<file path="src/common/link_io_pkg.sv">
package link_io_pkg;

	//////////////////////////////////////////////////
	// Link count and register map
	//////////////////////////////////////////////////

	localparam int num_links      = 4;
	localparam int words_per_link = 4;
	localparam int ce_width       = (num_links + 1) * words_per_link;
	localparam int global_base    = num_links * words_per_link;
	localparam int bus_width      = 32;

	// Word offsets inside one link block
	localparam int reg_ctrl   = 0;
	localparam int reg_slip   = 1;
	localparam int reg_errors = 2;
	localparam int reg_status = 3;

	// Per-link control word
	localparam int bit_delay_set      = 0;
	localparam int bit_train_mode     = 1;
	localparam int bit_reset_counters = 2;
	localparam int bit_link_enable    = 3;
	localparam int bit_bypass         = 4;
	localparam int bit_tristate       = 5;

	// Global control word, word 0 of the spare block
	localparam int bit_global_reset_counters = 0;
	localparam int bit_global_enable         = 1;

	// Status word, slip value sits in the low bits
	localparam int bit_slip_ready = 8;

	//////////////////////////////////////////////////
	// Line word and lane settings
	//////////////////////////////////////////////////

	localparam int slip_width = 3;
	localparam int err_width  = 16;

	typedef logic [7:0] line_word_t;

	localparam line_word_t train_word = 8'hB4;

endpackage

</file>
<file path="src/common/link_ctrl_if.sv">
interface link_ctrl_if;
	import link_io_pkg::*;

	// Controls from the register block
	logic                  delay_set;
	logic [slip_width-1:0] slip_in;
	logic                  train_mode;
	logic                  reset_counters;
	logic                  link_en;
	logic                  bypass;
	logic                  tristate;

	// Status back from the receive lane
	logic [slip_width-1:0] slip_out;
	logic                  slip_ready;
	logic [err_width-1:0]  align_errors;

	modport regs (
		output delay_set,
		output slip_in,
		output train_mode,
		output reset_counters,
		output link_en,
		output bypass,
		output tristate,
		input  slip_out,
		input  slip_ready,
		input  align_errors
	);

	modport link (
		input  delay_set,
		input  slip_in,
		input  train_mode,
		input  reset_counters,
		input  link_en,
		input  bypass,
		input  tristate,
		output slip_out,
		output slip_ready,
		output align_errors
	);

endinterface

</file>
<file path="src/regs/link_regs.sv">
module link_regs (
	input  logic                                   in_clk160,
	input  logic                                   rst_n,
	input  logic [link_io_pkg::ce_width-1:0]       bus_wrce,
	input  logic [link_io_pkg::ce_width-1:0]       bus_rdce,
	input  logic [link_io_pkg::bus_width-1:0]      bus_data,
	output logic [link_io_pkg::bus_width-1:0]      bus_rddata,
	output logic                                   bus_wrack,
	output logic                                   bus_rdack,
	link_ctrl_if.regs                              ctrl [link_io_pkg::num_links]
);
	import link_io_pkg::*;

	// Per-link levels and pulses
	logic [num_links-1:0]  train_q;
	logic [num_links-1:0]  link_en_q;
	logic [num_links-1:0]  bypass_q;
	logic [num_links-1:0]  tristate_q;
	logic [num_links-1:0]  delay_set_q;
	logic [num_links-1:0]  rst_cnt_q;
	logic [slip_width-1:0] slip_q [num_links];

	// Spare block, global control
	logic global_en_q;
	logic global_rst_q;

	// Status gathered from the lanes
	logic [slip_width-1:0] slip_out_w [num_links];
	logic [num_links-1:0]  slip_ready_w;
	logic [err_width-1:0]  errors_w [num_links];

	logic [bus_width-1:0] rd_word;

	//////////////////////////////////////////////////
	// Write decode
	//////////////////////////////////////////////////

	always_ff @(posedge in_clk160 or negedge rst_n) begin
		if (!rst_n) begin
			train_q      <= '0;
			link_en_q    <= '1;
			bypass_q     <= '0;
			tristate_q   <= '0;
			delay_set_q  <= '0;
			rst_cnt_q    <= '0;
			slip_q       <= '{default: '0};
			global_en_q  <= 1'b1;
			global_rst_q <= 1'b0;
			bus_wrack    <= 1'b0;
			bus_rdack    <= 1'b0;
		end else begin
			// Pulse bits only live for one cycle
			delay_set_q  <= '0;
			rst_cnt_q    <= '0;
			global_rst_q <= 1'b0;
			for (int l = 0; l < num_links; l++) begin
				if (bus_wrce[l*words_per_link + reg_ctrl]) begin
					delay_set_q[l] <= bus_data[bit_delay_set];
					train_q[l]     <= bus_data[bit_train_mode];
					rst_cnt_q[l]   <= bus_data[bit_reset_counters];
					link_en_q[l]   <= bus_data[bit_link_enable];
					bypass_q[l]    <= bus_data[bit_bypass];
					tristate_q[l]  <= bus_data[bit_tristate];
				end
				if (bus_wrce[l*words_per_link + reg_slip]) begin
					slip_q[l] <= bus_data[slip_width-1:0];
				end
			end
			if (bus_wrce[global_base + reg_ctrl]) begin
				global_rst_q <= bus_data[bit_global_reset_counters];
				global_en_q  <= bus_data[bit_global_enable];
			end
			bus_wrack <= |bus_wrce;
			bus_rdack <= |bus_rdce;
		end
	end

	//////////////////////////////////////////////////
	// Control fan-out and status collection
	//////////////////////////////////////////////////

	for (genvar g = 0; g < num_links; g++) begin : g_link
		assign ctrl[g].delay_set      = delay_set_q[g];
		assign ctrl[g].slip_in        = slip_q[g];
		assign ctrl[g].train_mode     = train_q[g];
		// Global pulse and enable fold in here
		assign ctrl[g].reset_counters = rst_cnt_q[g] | global_rst_q;
		assign ctrl[g].link_en        = link_en_q[g] & global_en_q;
		assign ctrl[g].bypass         = bypass_q[g];
		assign ctrl[g].tristate       = tristate_q[g];

		assign slip_out_w[g]   = ctrl[g].slip_out;
		assign slip_ready_w[g] = ctrl[g].slip_ready;
		assign errors_w[g]     = ctrl[g].align_errors;
	end

	//////////////////////////////////////////////////
	// Read mux
	//////////////////////////////////////////////////

	// Enables are one-hot, so at most one word lands here
	always_comb begin
		rd_word = '0;
		for (int l = 0; l < num_links; l++) begin
			if (bus_rdce[l*words_per_link + reg_ctrl]) begin
				rd_word[bit_train_mode]  = train_q[l];
				rd_word[bit_link_enable] = link_en_q[l];
				rd_word[bit_bypass]      = bypass_q[l];
				rd_word[bit_tristate]    = tristate_q[l];
			end
			if (bus_rdce[l*words_per_link + reg_slip]) begin
				rd_word[slip_width-1:0] = slip_q[l];
			end
			if (bus_rdce[l*words_per_link + reg_errors]) begin
				rd_word[err_width-1:0] = errors_w[l];
			end
			if (bus_rdce[l*words_per_link + reg_status]) begin
				rd_word[slip_width-1:0] = slip_out_w[l];
				rd_word[bit_slip_ready] = slip_ready_w[l];
			end
		end
		if (bus_rdce[global_base + reg_ctrl]) begin
			rd_word[bit_global_enable] = global_en_q;
		end
	end

	// Data goes out alongside rdack
	always_ff @(posedge in_clk160) begin
		bus_rddata <= rd_word;
	end

endmodule

</file>
<file path="src/lane/link_tx.sv">
module link_tx (
	input  logic                    in_clk160,
	input  logic                    rst_n,
	input  link_io_pkg::line_word_t in_tdata,
	input  logic                    in_tvalid,
	output link_io_pkg::line_word_t line_data,
	output logic                    line_en,
	link_ctrl_if.link               ctrl
);
	import link_io_pkg::*;

	line_word_t tx_data_q;
	logic       tx_valid_q;

	//////////////////////////////////////////////////
	// Output register
	//////////////////////////////////////////////////

	// Stands in for the serializer input stage
	always_ff @(posedge in_clk160) begin
		tx_data_q <= in_tdata;
	end

	always_ff @(posedge in_clk160 or negedge rst_n) begin
		if (!rst_n) begin
			tx_valid_q <= 1'b0;
		end else begin
			tx_valid_q <= in_tvalid;
		end
	end

	//////////////////////////////////////////////////
	// Line drive
	//////////////////////////////////////////////////

	assign line_data = tx_data_q;

	// Driver off with no valid word, or when the link is tristated
	assign line_en = tx_valid_q & ~ctrl.tristate;

endmodule

</file>
<file path="src/lane/link_rx.sv">
module link_rx (
	input  logic                    in_clk160,
	input  logic                    rst_n,
	input  link_io_pkg::line_word_t tx_tdata,
	input  logic                    tx_tvalid,
	input  link_io_pkg::line_word_t line_in,
	input  logic                    line_in_en,
	output link_io_pkg::line_word_t out_tdata,
	output logic                    out_tvalid,
	link_ctrl_if.link               ctrl
);
	import link_io_pkg::*;

	logic [slip_width-1:0] slip_q;
	logic                  slip_ready_q;
	logic [15:0]           rot_ext;
	line_word_t            rx_word;
	line_word_t            rx_data_q;
	logic                  rx_valid_q;
	logic [err_width-1:0]  err_q;

	line_word_t byp_data_q [2];
	logic [1:0] byp_valid_q;

	//////////////////////////////////////////////////
	// Bit-slip, the delay stand-in
	//////////////////////////////////////////////////

	always_ff @(posedge in_clk160 or negedge rst_n) begin
		if (!rst_n) begin
			slip_q       <= '0;
			slip_ready_q <= 1'b0;
		end else if (ctrl.delay_set) begin
			slip_q       <= ctrl.slip_in;
			slip_ready_q <= 1'b1;
		end
	end

	// Upper half of the doubled word is the left rotation
	assign rot_ext = {line_in, line_in} << slip_q;
	assign rx_word = rot_ext[15:8];

	always_ff @(posedge in_clk160) begin
		rx_data_q <= ctrl.link_en ? rx_word : '0;
	end

	always_ff @(posedge in_clk160 or negedge rst_n) begin
		if (!rst_n) begin
			rx_valid_q <= 1'b0;
		end else begin
			rx_valid_q <= line_in_en & ctrl.link_en;
		end
	end

	//////////////////////////////////////////////////
	// Training error count
	//////////////////////////////////////////////////

	always_ff @(posedge in_clk160 or negedge rst_n) begin
		if (!rst_n) begin
			err_q <= '0;
		end else if (ctrl.reset_counters) begin
			err_q <= '0;
		end else if (ctrl.train_mode && rx_valid_q && rx_data_q != train_word) begin
			// Saturates at all ones
			if (err_q != '1) begin
				err_q <= err_q + 1'b1;
			end
		end
	end

	assign ctrl.slip_out     = slip_q;
	assign ctrl.slip_ready   = slip_ready_q;
	assign ctrl.align_errors = err_q;

	//////////////////////////////////////////////////
	// Bypass delay and output select
	//////////////////////////////////////////////////

	always_ff @(posedge in_clk160) begin
		byp_data_q[0] <= tx_tdata;
		byp_data_q[1] <= ctrl.link_en ? byp_data_q[0] : '0;
	end

	always_ff @(posedge in_clk160 or negedge rst_n) begin
		if (!rst_n) begin
			byp_valid_q <= '0;
		end else begin
			byp_valid_q[0] <= tx_tvalid;
			byp_valid_q[1] <= byp_valid_q[0] & ctrl.link_en;
		end
	end

	assign out_tdata  = ctrl.bypass ? byp_data_q[1] : rx_data_q;
	assign out_tvalid = ctrl.bypass ? byp_valid_q[1] : rx_valid_q;

endmodule

</file>
<file path="src/link_io_top.sv">
module link_io_top (
	input  logic                                                in_clk160,
	input  logic                                                rst_n,

	// Stream side, one word per link per cycle
	input  link_io_pkg::line_word_t [link_io_pkg::num_links-1:0] in_tdata,
	input  logic [link_io_pkg::num_links-1:0]                    in_tvalid,
	output link_io_pkg::line_word_t [link_io_pkg::num_links-1:0] out_tdata,
	output logic [link_io_pkg::num_links-1:0]                    out_tvalid,

	// Line side
	output link_io_pkg::line_word_t [link_io_pkg::num_links-1:0] line_data,
	output logic [link_io_pkg::num_links-1:0]                    line_en,
	input  link_io_pkg::line_word_t [link_io_pkg::num_links-1:0] line_in,
	input  logic [link_io_pkg::num_links-1:0]                    line_in_en,

	// Register bus
	input  logic [link_io_pkg::ce_width-1:0]                     bus_wrce,
	input  logic [link_io_pkg::ce_width-1:0]                     bus_rdce,
	input  logic [link_io_pkg::bus_width-1:0]                    bus_data,
	output logic [link_io_pkg::bus_width-1:0]                    bus_rddata,
	output logic                                                bus_wrack,
	output logic                                                bus_rdack
);
	import link_io_pkg::*;

	link_ctrl_if ctrl [num_links] ();

	//////////////////////////////////////////////////
	// Register block
	//////////////////////////////////////////////////

	link_regs u_regs (
		.in_clk160  (in_clk160),
		.rst_n      (rst_n),
		.bus_wrce   (bus_wrce),
		.bus_rdce   (bus_rdce),
		.bus_data   (bus_data),
		.bus_rddata (bus_rddata),
		.bus_wrack  (bus_wrack),
		.bus_rdack  (bus_rdack),
		.ctrl       (ctrl)
	);

	//////////////////////////////////////////////////
	// Per-link lanes
	//////////////////////////////////////////////////

	for (genvar i = 0; i < num_links; i++) begin : g_lane
		link_tx u_tx (
			.in_clk160 (in_clk160),
			.rst_n     (rst_n),
			.in_tdata  (in_tdata[i]),
			.in_tvalid (in_tvalid[i]),
			.line_data (line_data[i]),
			.line_en   (line_en[i]),
			.ctrl      (ctrl[i])
		);

		// Bypass taps the word before the line
		link_rx u_rx (
			.in_clk160  (in_clk160),
			.rst_n      (rst_n),
			.tx_tdata   (in_tdata[i]),
			.tx_tvalid  (in_tvalid[i]),
			.line_in    (line_in[i]),
			.line_in_en (line_in_en[i]),
			.out_tdata  (out_tdata[i]),
			.out_tvalid (out_tvalid[i]),
			.ctrl       (ctrl[i])
		);
	end

endmodule

</file>
<file path="config.mk">
export PLATFORM = sky130hd
export DESIGN_NAME = link_io_top
export DESIGN_NICKNAME = d
export VERILOG_FILES = /design/src/common/link_io_pkg.sv /design/src/common/link_ctrl_if.sv /design/src/regs/link_regs.sv /design/src/lane/link_tx.sv /design/src/lane/link_rx.sv /design/src/link_io_top.sv
export SDC_FILE = /design/constraint.sdc
export NUM_CORES = 1
export LEC_CHECK = 0
export BUFFER_PORTS_ARGS = -buffer_cell sky130_fd_sc_hd__buf_2
export CAP_MARGIN = 25
export CELL_PAD_IN_SITES_DETAIL_PLACEMENT = 0
export CELL_PAD_IN_SITES_GLOBAL_PLACEMENT = 2
export CORE_MARGIN = 2
export CORE_UTILIZATION = 34
export DETAILED_ROUTE_END_ITERATION = 8
export PLACE_DENSITY_LB_ADDON = 0.05
export SLEW_MARGIN = 30
export SYNTH_ARGS = -nofsm -noshare
export SYNTH_HDL_FRONTEND = slang
export SYNTH_SLANG_ARGS = --single-unit
</file>
<file path="constraint.sdc">
create_clock -name in_clk160 -period 2.3 [get_ports in_clk160]
set_clock_uncertainty 0.05 [all_clocks]
set_input_delay 0.23 -clock in_clk160 [delete_from_list [all_inputs] [get_ports in_clk160]]
set_output_delay 0.23 -clock in_clk160 [all_outputs]
set_load 0.01 [all_outputs]
</file>
==> results.toml, run 1 <==
[power_and_ir_drop]
totalPowerFinal_mw = 11.14
p_sw_mw = 2.891
cellPowerDensity_nw_per_um2 = 772.2
power.internal_mw = 8.253
peakVddDrop_mv = 0.6053
power_leakage_nw = 6.361
p_seq_share_pct = 43.6
comb_power_share_pct = 13.7
switching_share_pct = 25.94
p_clk_share_pct = 42.8

[detailed_routing]
first_pass_iters = 4
ant_nets = 0
drt_iter0_drc = 427
via_per_inst = 4.973
drt_wl_total_microns = 33700
routedWlPerCell_microns = 18.61
route.detailed.drc = 0
num_vias = 9006

[cells_and_area]
syn_to_final_growth_pct = 26.29
nNetsFinal = 1489
final_common_cell = "buf_2"
drive_gt1_share_pct = 30.10
finalNonFillerCells = 1811
final_cell_mix = "208 x buf_2, 127 x dfrtp_1, 112 x dfxtp_1"

[worst_setup_path]
reg2reg_slack_ns = 0.22
r2r_end = "g_lane[2].u_rx.ctrl.align_errors[15]$_DFFE_PN0P_"
crit_top_cell = "dlygate4sd3_1"
crit_family = "buffers and inverters"
critPathCaptureType = "flip-flop"
critPathMaxStageDelay_ns = 0.64
path_class = "primary input to flip-flop"
worstPathArrival_ns = 2.66
cp_slowest_cell = "dlygate4sd3_1"
worst-endpoint-required_ns = 2.68
worstPathCellList = "dlygate4sd3_1 -> buf_2 -> or3_1 -> nor4_1 -> nand4_1 -> dlygate4sd3_1"
r2r_start = "g_lane[2].u_rx.ctrl.align_errors[0]$_DFFE_PN0P_"
worstPathBufferInverterCount = 3
cp_max_fo = 7
startpoint_type = "primary input"
r2r_cells = 6

[cts]
cts-buffers-inserted = 29
clk_pin_slew_ns = 0.06
clk_path_buf_depth = 3
cts_max_level = 1
clock-sinks = 244
clock_latency_ns = 0.57
cts_root_buffer = "clkbuf_16"
postCtsSetupRepairBufs = 0
cts_tree = "done"

[grt]
antenna_found_initial = 1
grt_pass1_wl_microns = 53220
track_usage_pct = 19.20
grt_max_degree = 46
grt-ovfl-total = 0
grt_pass1_vias = 9285

[yosys]
synth.top_cell.area_share_pct = 27.81
synthesis.area_sq_um = 11430
ys_top_cells_by_area = "dfrtp_1 28%, dfxtp_1 20%, mux2_2 6.5%"
ys_ff_latch = 244
ys_warn_count = 0
ys_seq_area_share_pct = 48.58
yosysTopAreaCell = "dfrtp_1"
ys.flop_type = "dfrtp_1"
synth_area_per_cell_sq_um = 10.43
ys_types = 60
async_reset_ff_share_pct = 54.10
synth_cells = 1096
synth_edf_count = 0

[placed_design]
numPortBuffers = 209
dpl.hpwl_microns = 24970
finalWeightedCongestion = 0.7888
dpl.cell_count = 1684

[sta]
slew-limit-headroom_pct = 59.95
finalHoldViolCount = 0
fin_crit_sh_pct = 99.14
rsz0062_at_grt = "false"
fin_setup_tns_ns = 0
setup_viol = 0
fmax_ghz = 0.4386
tightest_slew_ns = 0.5927
fin_crit_ns = 2.280
slew_violations = 0

[floorplan]
core_sq_um = 33280
start_util_pct = 34.34
io_pins = 252
dieArea_sq_um = 35090
row_count = 67
die_width_microns = 187.3
die_y_microns = 187.3

[job]
cap_violations = 0

[outcome]
outcome = "finished clean"

[hold_path]
hp-class = "primary input to flip-flop"
holdPathEnd = "u_regs.bus_rddata[1]$_DFF_P_"
min-delay-start = "bus_rdce[16]"
hold_depth = 4
-- registers in the layout, indices dropped and copies added (netlist names) --
register                       flops
g_lane.u_rx.byp_data_q            56
g_lane.u_rx.byp_valid_q            8
g_lane.u_rx.ctrl.align_errors     64
g_lane.u_rx.ctrl.slip_out         12
g_lane.u_rx.ctrl.slip_ready        4
g_lane.u_rx.rx_data_q             32
g_lane.u_rx.rx_valid_q             4
g_lane.u_tx.line_data              8
u_regs.bus_rdack                   1
u_regs.bus_rddata                 16
u_regs.bus_wrack                   1
u_regs.bypass_q                    4
u_regs.ctrl.slip_in               12
u_regs.delay_set_q                 4
u_regs.global_en_q                 1
u_regs.global_rst_q                1
u_regs.link_en_q                   4
u_regs.rst_cnt_q                   4
u_regs.train_q                     4
u_regs.tristate_q                  4
-- Yosys cell counts, types with 6 or more instances --
library cell / number
nor3_1: 15
a21oi_1: 71
inv_1: 18
mux2_2: 66
and4_1: 9
o211ai_1: 7
and3_1: 55
xnor2_1: 14
or3_1: 15
mux4_2: 32
a221oi_1: 8
dfxtp_1: 112
dfrtp_1: 127
clkbuf_1: 52
buf_4: 56
and2_1: 15
nor4_1: 8
mux2i_1: 27
xor2_1: 25
nand3b_1: 15
nor2b_1: 8
nand4_1: 25
or2_2: 10
nand2_1: 87
nand3_1: 15
nor4bb_1: 6
nor2_1: 79
o21ai_0: 45
-- layer usage --
metal | wire length, microns | up-vias | track usage (%) | part of all wire (%)
met1 | 15220 | 4365 | 25.84 | 45
met3 | 2079 | 48 | 4.465 | 6.2
li1 | - | 4353 | - | -
met2 | 15630 | 240 | 31.30 | 46
met4 | 770 | 0 | 4.670 | 2.3
met5 | 0 | - | 0 | 0
-- power by group through the flow --
stage,sequential [mW],combinational [mW],clock (mW)
floorplan,4.70,1.13,0
detailed placement,4.94,1.44,0
global route,4.90,1.68,5.12
finish,4.85,1.52,4.76
global placement,4.94,1.44,0
CTS,4.86,1.55,4.94
-- repair_timing --
item | in CTS | in global routing
setup endpoints to repair | 0 | 1
resized for setup | 0 | 1
endpoints found under the hold margin | 162 | 0
hold buffers | 72 | 0
-- cells by family (layout without fill, tap and decap cells) --
logic type | Yosys count | in the layout | share of synthesized area (%)
and+or+nand+nor | 379 | 379 | 17.64
muxes | 125 | 125 | 15.18
buffers and inverters | 136 | 387 | 6.405
xor gates and xnor gates | 39 | 39 | 2.989
AOI/OAI and AO/OA | 168 | 168 | 8.738
adders and majority gates | 4 | 4 | 0.4380
DFF | 244 | 244 | 48.58
other | 1 | 17 | 0.03282
-- final cells by class --
type	instances	area (sq um)
multi-input combinational	731	5204
inverter	19	71.32
clock buffer	43	858.3
timing repair buffer	314	2033
clock inverter	11	150.1
fill	3254	18850
antenna	1	2.502
sequential	244	5552
tap	448	560.5
-- worst min-delay path, delay by kind of cell --
| family | cells | cell delay, ns |
|---|---|---|
| compound gates | 2 | 0.17 |
| buf+inv | 2 | 0.21 |
-- through the flow --
step | cell area (sq um) | utilization (%) | hold slack [ns] | worst slack, ns
finish | 14430 | 43.36 | 0.04340 | 0.01987
global route | 14430 | 43.36 | 0.07631 | 0.05785
CTS | 14430 | 43.34 | 0.03040 | 0.05881
detailed placement | 12700 | 38.15 | 0.1531 | 0.1897
global placement | 12700 | 38.15 | 0.1575 | 0.2069
floorplan | 11480 | - | -0.1156 | 0.3043
-- how the worst max path moves through the flow --
stage / end / cells past startpoint / start
floorplan: g_lane[2].u_rx.ctrl.align_errors[8]$_DFFE_PN0P_ / 7 / g_lane[2].u_rx.ctrl.align_errors[0]$_DFFE_PN0P_
global placement: g_lane[2].u_rx.ctrl.align_errors[8]$_DFFE_PN0P_ / 5 / g_lane[2].u_rx.rx_data_q[4]$_SDFF_PN0_
detailed placement: g_lane[2].u_rx.ctrl.align_errors[8]$_DFFE_PN0P_ / 5 / g_lane[2].u_rx.rx_data_q[4]$_SDFF_PN0_
CTS: u_regs.bus_rdack$_DFF_PN0_ / 6 / bus_rdce[13]
global route: g_lane[2].u_rx.ctrl.align_errors[15]$_DFFE_PN0P_ / 6 / g_lane[2].u_rx.ctrl.align_errors[0]$_DFFE_PN0P_
finish: u_regs.bus_rdack$_DFF_PN0_ / 6 / bus_rdce[13]
Note: power is estimated with default switching activity, not from simulation.
==> run 2, diff against run 1 <==
--- a/config.mk
+++ b/config.mk
@@ -12,6 +12,7 @@
 export CORE_MARGIN = 2
 export CORE_UTILIZATION = 34
 export DETAILED_ROUTE_END_ITERATION = 8
+export GPL_TIMING_DRIVEN = 0
 export PLACE_DENSITY_LB_ADDON = 0.05
 export SLEW_MARGIN = 30
 export SYNTH_ARGS = -nofsm -noshare
==> results.toml, run 2 (synthesized netlist as in run 1, its figures left out) <==
[outcome]
outcome = "finished, violations left"
failed_checks = "negative setup slack"

[hold_path]
hold_depth = 2
hp-class = "primary input to flip-flop"

[grt]
grt_pass1_wl_microns = 53860
track_usage_pct = 19.45
antenna_found_initial = 3
grt_max_degree = 83
grt_pass1_vias = 9397
grt-ovfl-total = 0

[cts]
cts-buffers-inserted = 29
cts_tree = "done"
cts_max_level = 1
clk_pin_slew_ns = 0.06
clock_latency_ns = 0.54
clock-sinks = 244
clk_path_buf_depth = 3
cts_root_buffer = "clkbuf_16"

[detailed_routing]
num_vias = 9100
via_per_inst = 4.861
first_pass_iters = 4
drt_wl_total_microns = 34150
drt_iter0_drc = 395
ant_nets = 0
routedWlPerCell_microns = 18.24
route.detailed.drc = 0

[cells_and_area]
nNetsFinal = 1550
fin_util_pct = 44.12
syn_to_final_growth_pct = 28.50
drive_gt1_share_pct = 30.66
final_cell_mix = "203 x buf_2, 127 x dfrtp_1, 112 x dfxtp_1"
final_common_cell = "buf_2"
largest_reg_flops = 64

[worst_setup_path]
critPathCaptureType = "flip-flop"
r2r_end = "g_lane[2].u_rx.ctrl.align_errors[8]$_DFFE_PN0P_"
worstPathCellList = "dlygate4sd3_1 -> buf_2 -> nor4_1 -> and3_1 -> nand3_1 -> dlygate4sd3_1"
cp.depth = 6
cp-endpoint = "u_regs.bus_wrack$_DFF_PN0_"
worstPathArrival_ns = 2.70
r2r_cells = 8
worst-endpoint-required_ns = 2.67
path_class = "primary input to flip-flop"
crit_top_cell = "dlygate4sd3_1"
worstPathBufferInverterCount = 3
cp_slowest_cell = "nor4_1"
startpoint = "bus_wrce[13]"
crit_family = "buffers and inverters"
r2r_start = "g_lane[2].u_rx.ctrl.align_errors[0]$_DFFE_PN0P_"
startpoint_type = "primary input"
reg2reg_slack_ns = 0.12
critPathMaxStageDelay_ns = 0.81
cp_max_fo = 5

[job]
cap_violations = 0

[sta]
slew-limit-headroom_pct = 36.39
tightest_slew_ns = 0.9454
finalHoldViolCount = 0
slew_violations = 0
fin_crit_sh_pct = 101.1
fin_crit_ns = 2.325
finalWorstSetupSlack_ns = -0.02509
fmax_ghz = 0.4301
setup_viol = 1

[floorplan]
die_width_microns = 187.3
row_count = 67
core_sq_um = 33280
die_y_microns = 187.3
dieArea_sq_um = 35090
io_pins = 252
start_util_pct = 34.34

[placed_design]
dpl.hpwl_microns = 25640
finalWeightedCongestion = 0.8101
numPortBuffers = 201

[power_and_ir_drop]
cellPowerDensity_nw_per_um2 = 753.3
peakVddDrop_mv = 0.5818
totalPowerFinal_mw = 11.06
power_leakage_nw = 6.496
==> run 2: cell count changes in the layout (fill, tap and decap cells not counted), sizes merged <==
cell,delta
buf,+28
bufinv,-2
clkbuf,+48
clkinv,+2
clkinvlp,-1
diode,+1
dlygate4sd3,-14
inv,-1
==> run 2: power breakdown <==
group / switching [mW] / internal (mW)
sequential: 0.174 / 4.53
clock: 1.83 / 2.78
combinational: 0.899 / 0.858
total: 2.90 / 8.16
==> run 2: area by class of cell <==
| class | instances | area [sq um] |
|---|---|---|
| buffer | 112 | 643.1 |
| inverter | 19 | 72.57 |
| multi-input combinational | 731 | 5238 |
| fill | 3324 | 18600 |
| timing repair buffer | 263 | 1647 |
| clock buffer | 44 | 894.6 |
| clock inverter | 9 | 72.57 |
| tap | 448 | 560.5 |
| antenna | 2 | 5.005 |
| sequential | 244 | 5552 |
==> run 2: worst reg2reg max path: stages, from the launching register on <==
cell	delay, ns
dfrtp_1	0.43
ha_1	0.23
and2_1	0.15
clkbuf_1	0.18
nand4_1	0.13
buf_4	0.18
o21ai_4	0.11
or4_1	0.51
a21oi_1	0.15
==> run 2: how the worst min path moves through the flow <==
stage	slack (ns)	to	startpoint
6_report	0.02	u_regs.ctrl[1].slip_in[2]$_DFFE_PN0P_	bus_wrce[5]
3_3_place_gp	0.28	g_lane[0].u_tx.line_data[2]$_DFF_P_	in_tdata[2]
4_1_cts	0.001	u_regs.ctrl[1].slip_in[2]$_DFFE_PN0P_	bus_wrce[5]
2_1_floorplan	-0.12	g_lane[0].u_rx.byp_valid_q[0]$_DFF_PN0_	rst_n
3_5_place_dp	0.14	g_lane[1].u_rx.ctrl.align_errors[9]$_DFFE_PN0P_	rst_n
5_1_grt	0.02	u_regs.ctrl[1].slip_in[0]$_DFFE_PN0P_	bus_wrce[5]
==> run 2: stage by stage <==
stage / cell area [sq um] / setup slack (ns) / hold WS, ns / TNS [ns] / instances
after floorplan: 11480 / 0.3043 / -0.1156 / 0 / 1111
after global placement: 13050 / -1.189 / 0.2823 / -150.70 / 1760
after detailed placement: 13090 / -0.1426 / 0.1355 / -0.5627 / 1761
after CTS: 14660 / -0.004793 / 0.001086 / -0.004793 / 1872
after global routing: 14680 / -0.006871 / 0.02046 / -0.006871 / 1872
final: 14680 / -0.02509 / 0.01683 / -0.02509 / 1872
==> run 2: timing repair <==
item,CTS,global route
hold buffers,58,0
endpoints found under the setup margin,13,15
buffers inserted,2,1
cloned,0,0
pin swaps,1,1
gates resized for setup,3,6
endpoints found under the hold margin,124,0
==> run 2: per-layer routing <==
layer  vias to the layer above  part of all wire (%)  wire length [microns]  GRT usage [%]
met5                         -                     0                      0              0
met1                      4365                    47                  16130          26.81
met3                        36                   5.4                   1850          4.071
li1                       4484                     -                      -              -
met2                       215                    46                  15550          31.27
met4                         0                   1.8                    619          4.701
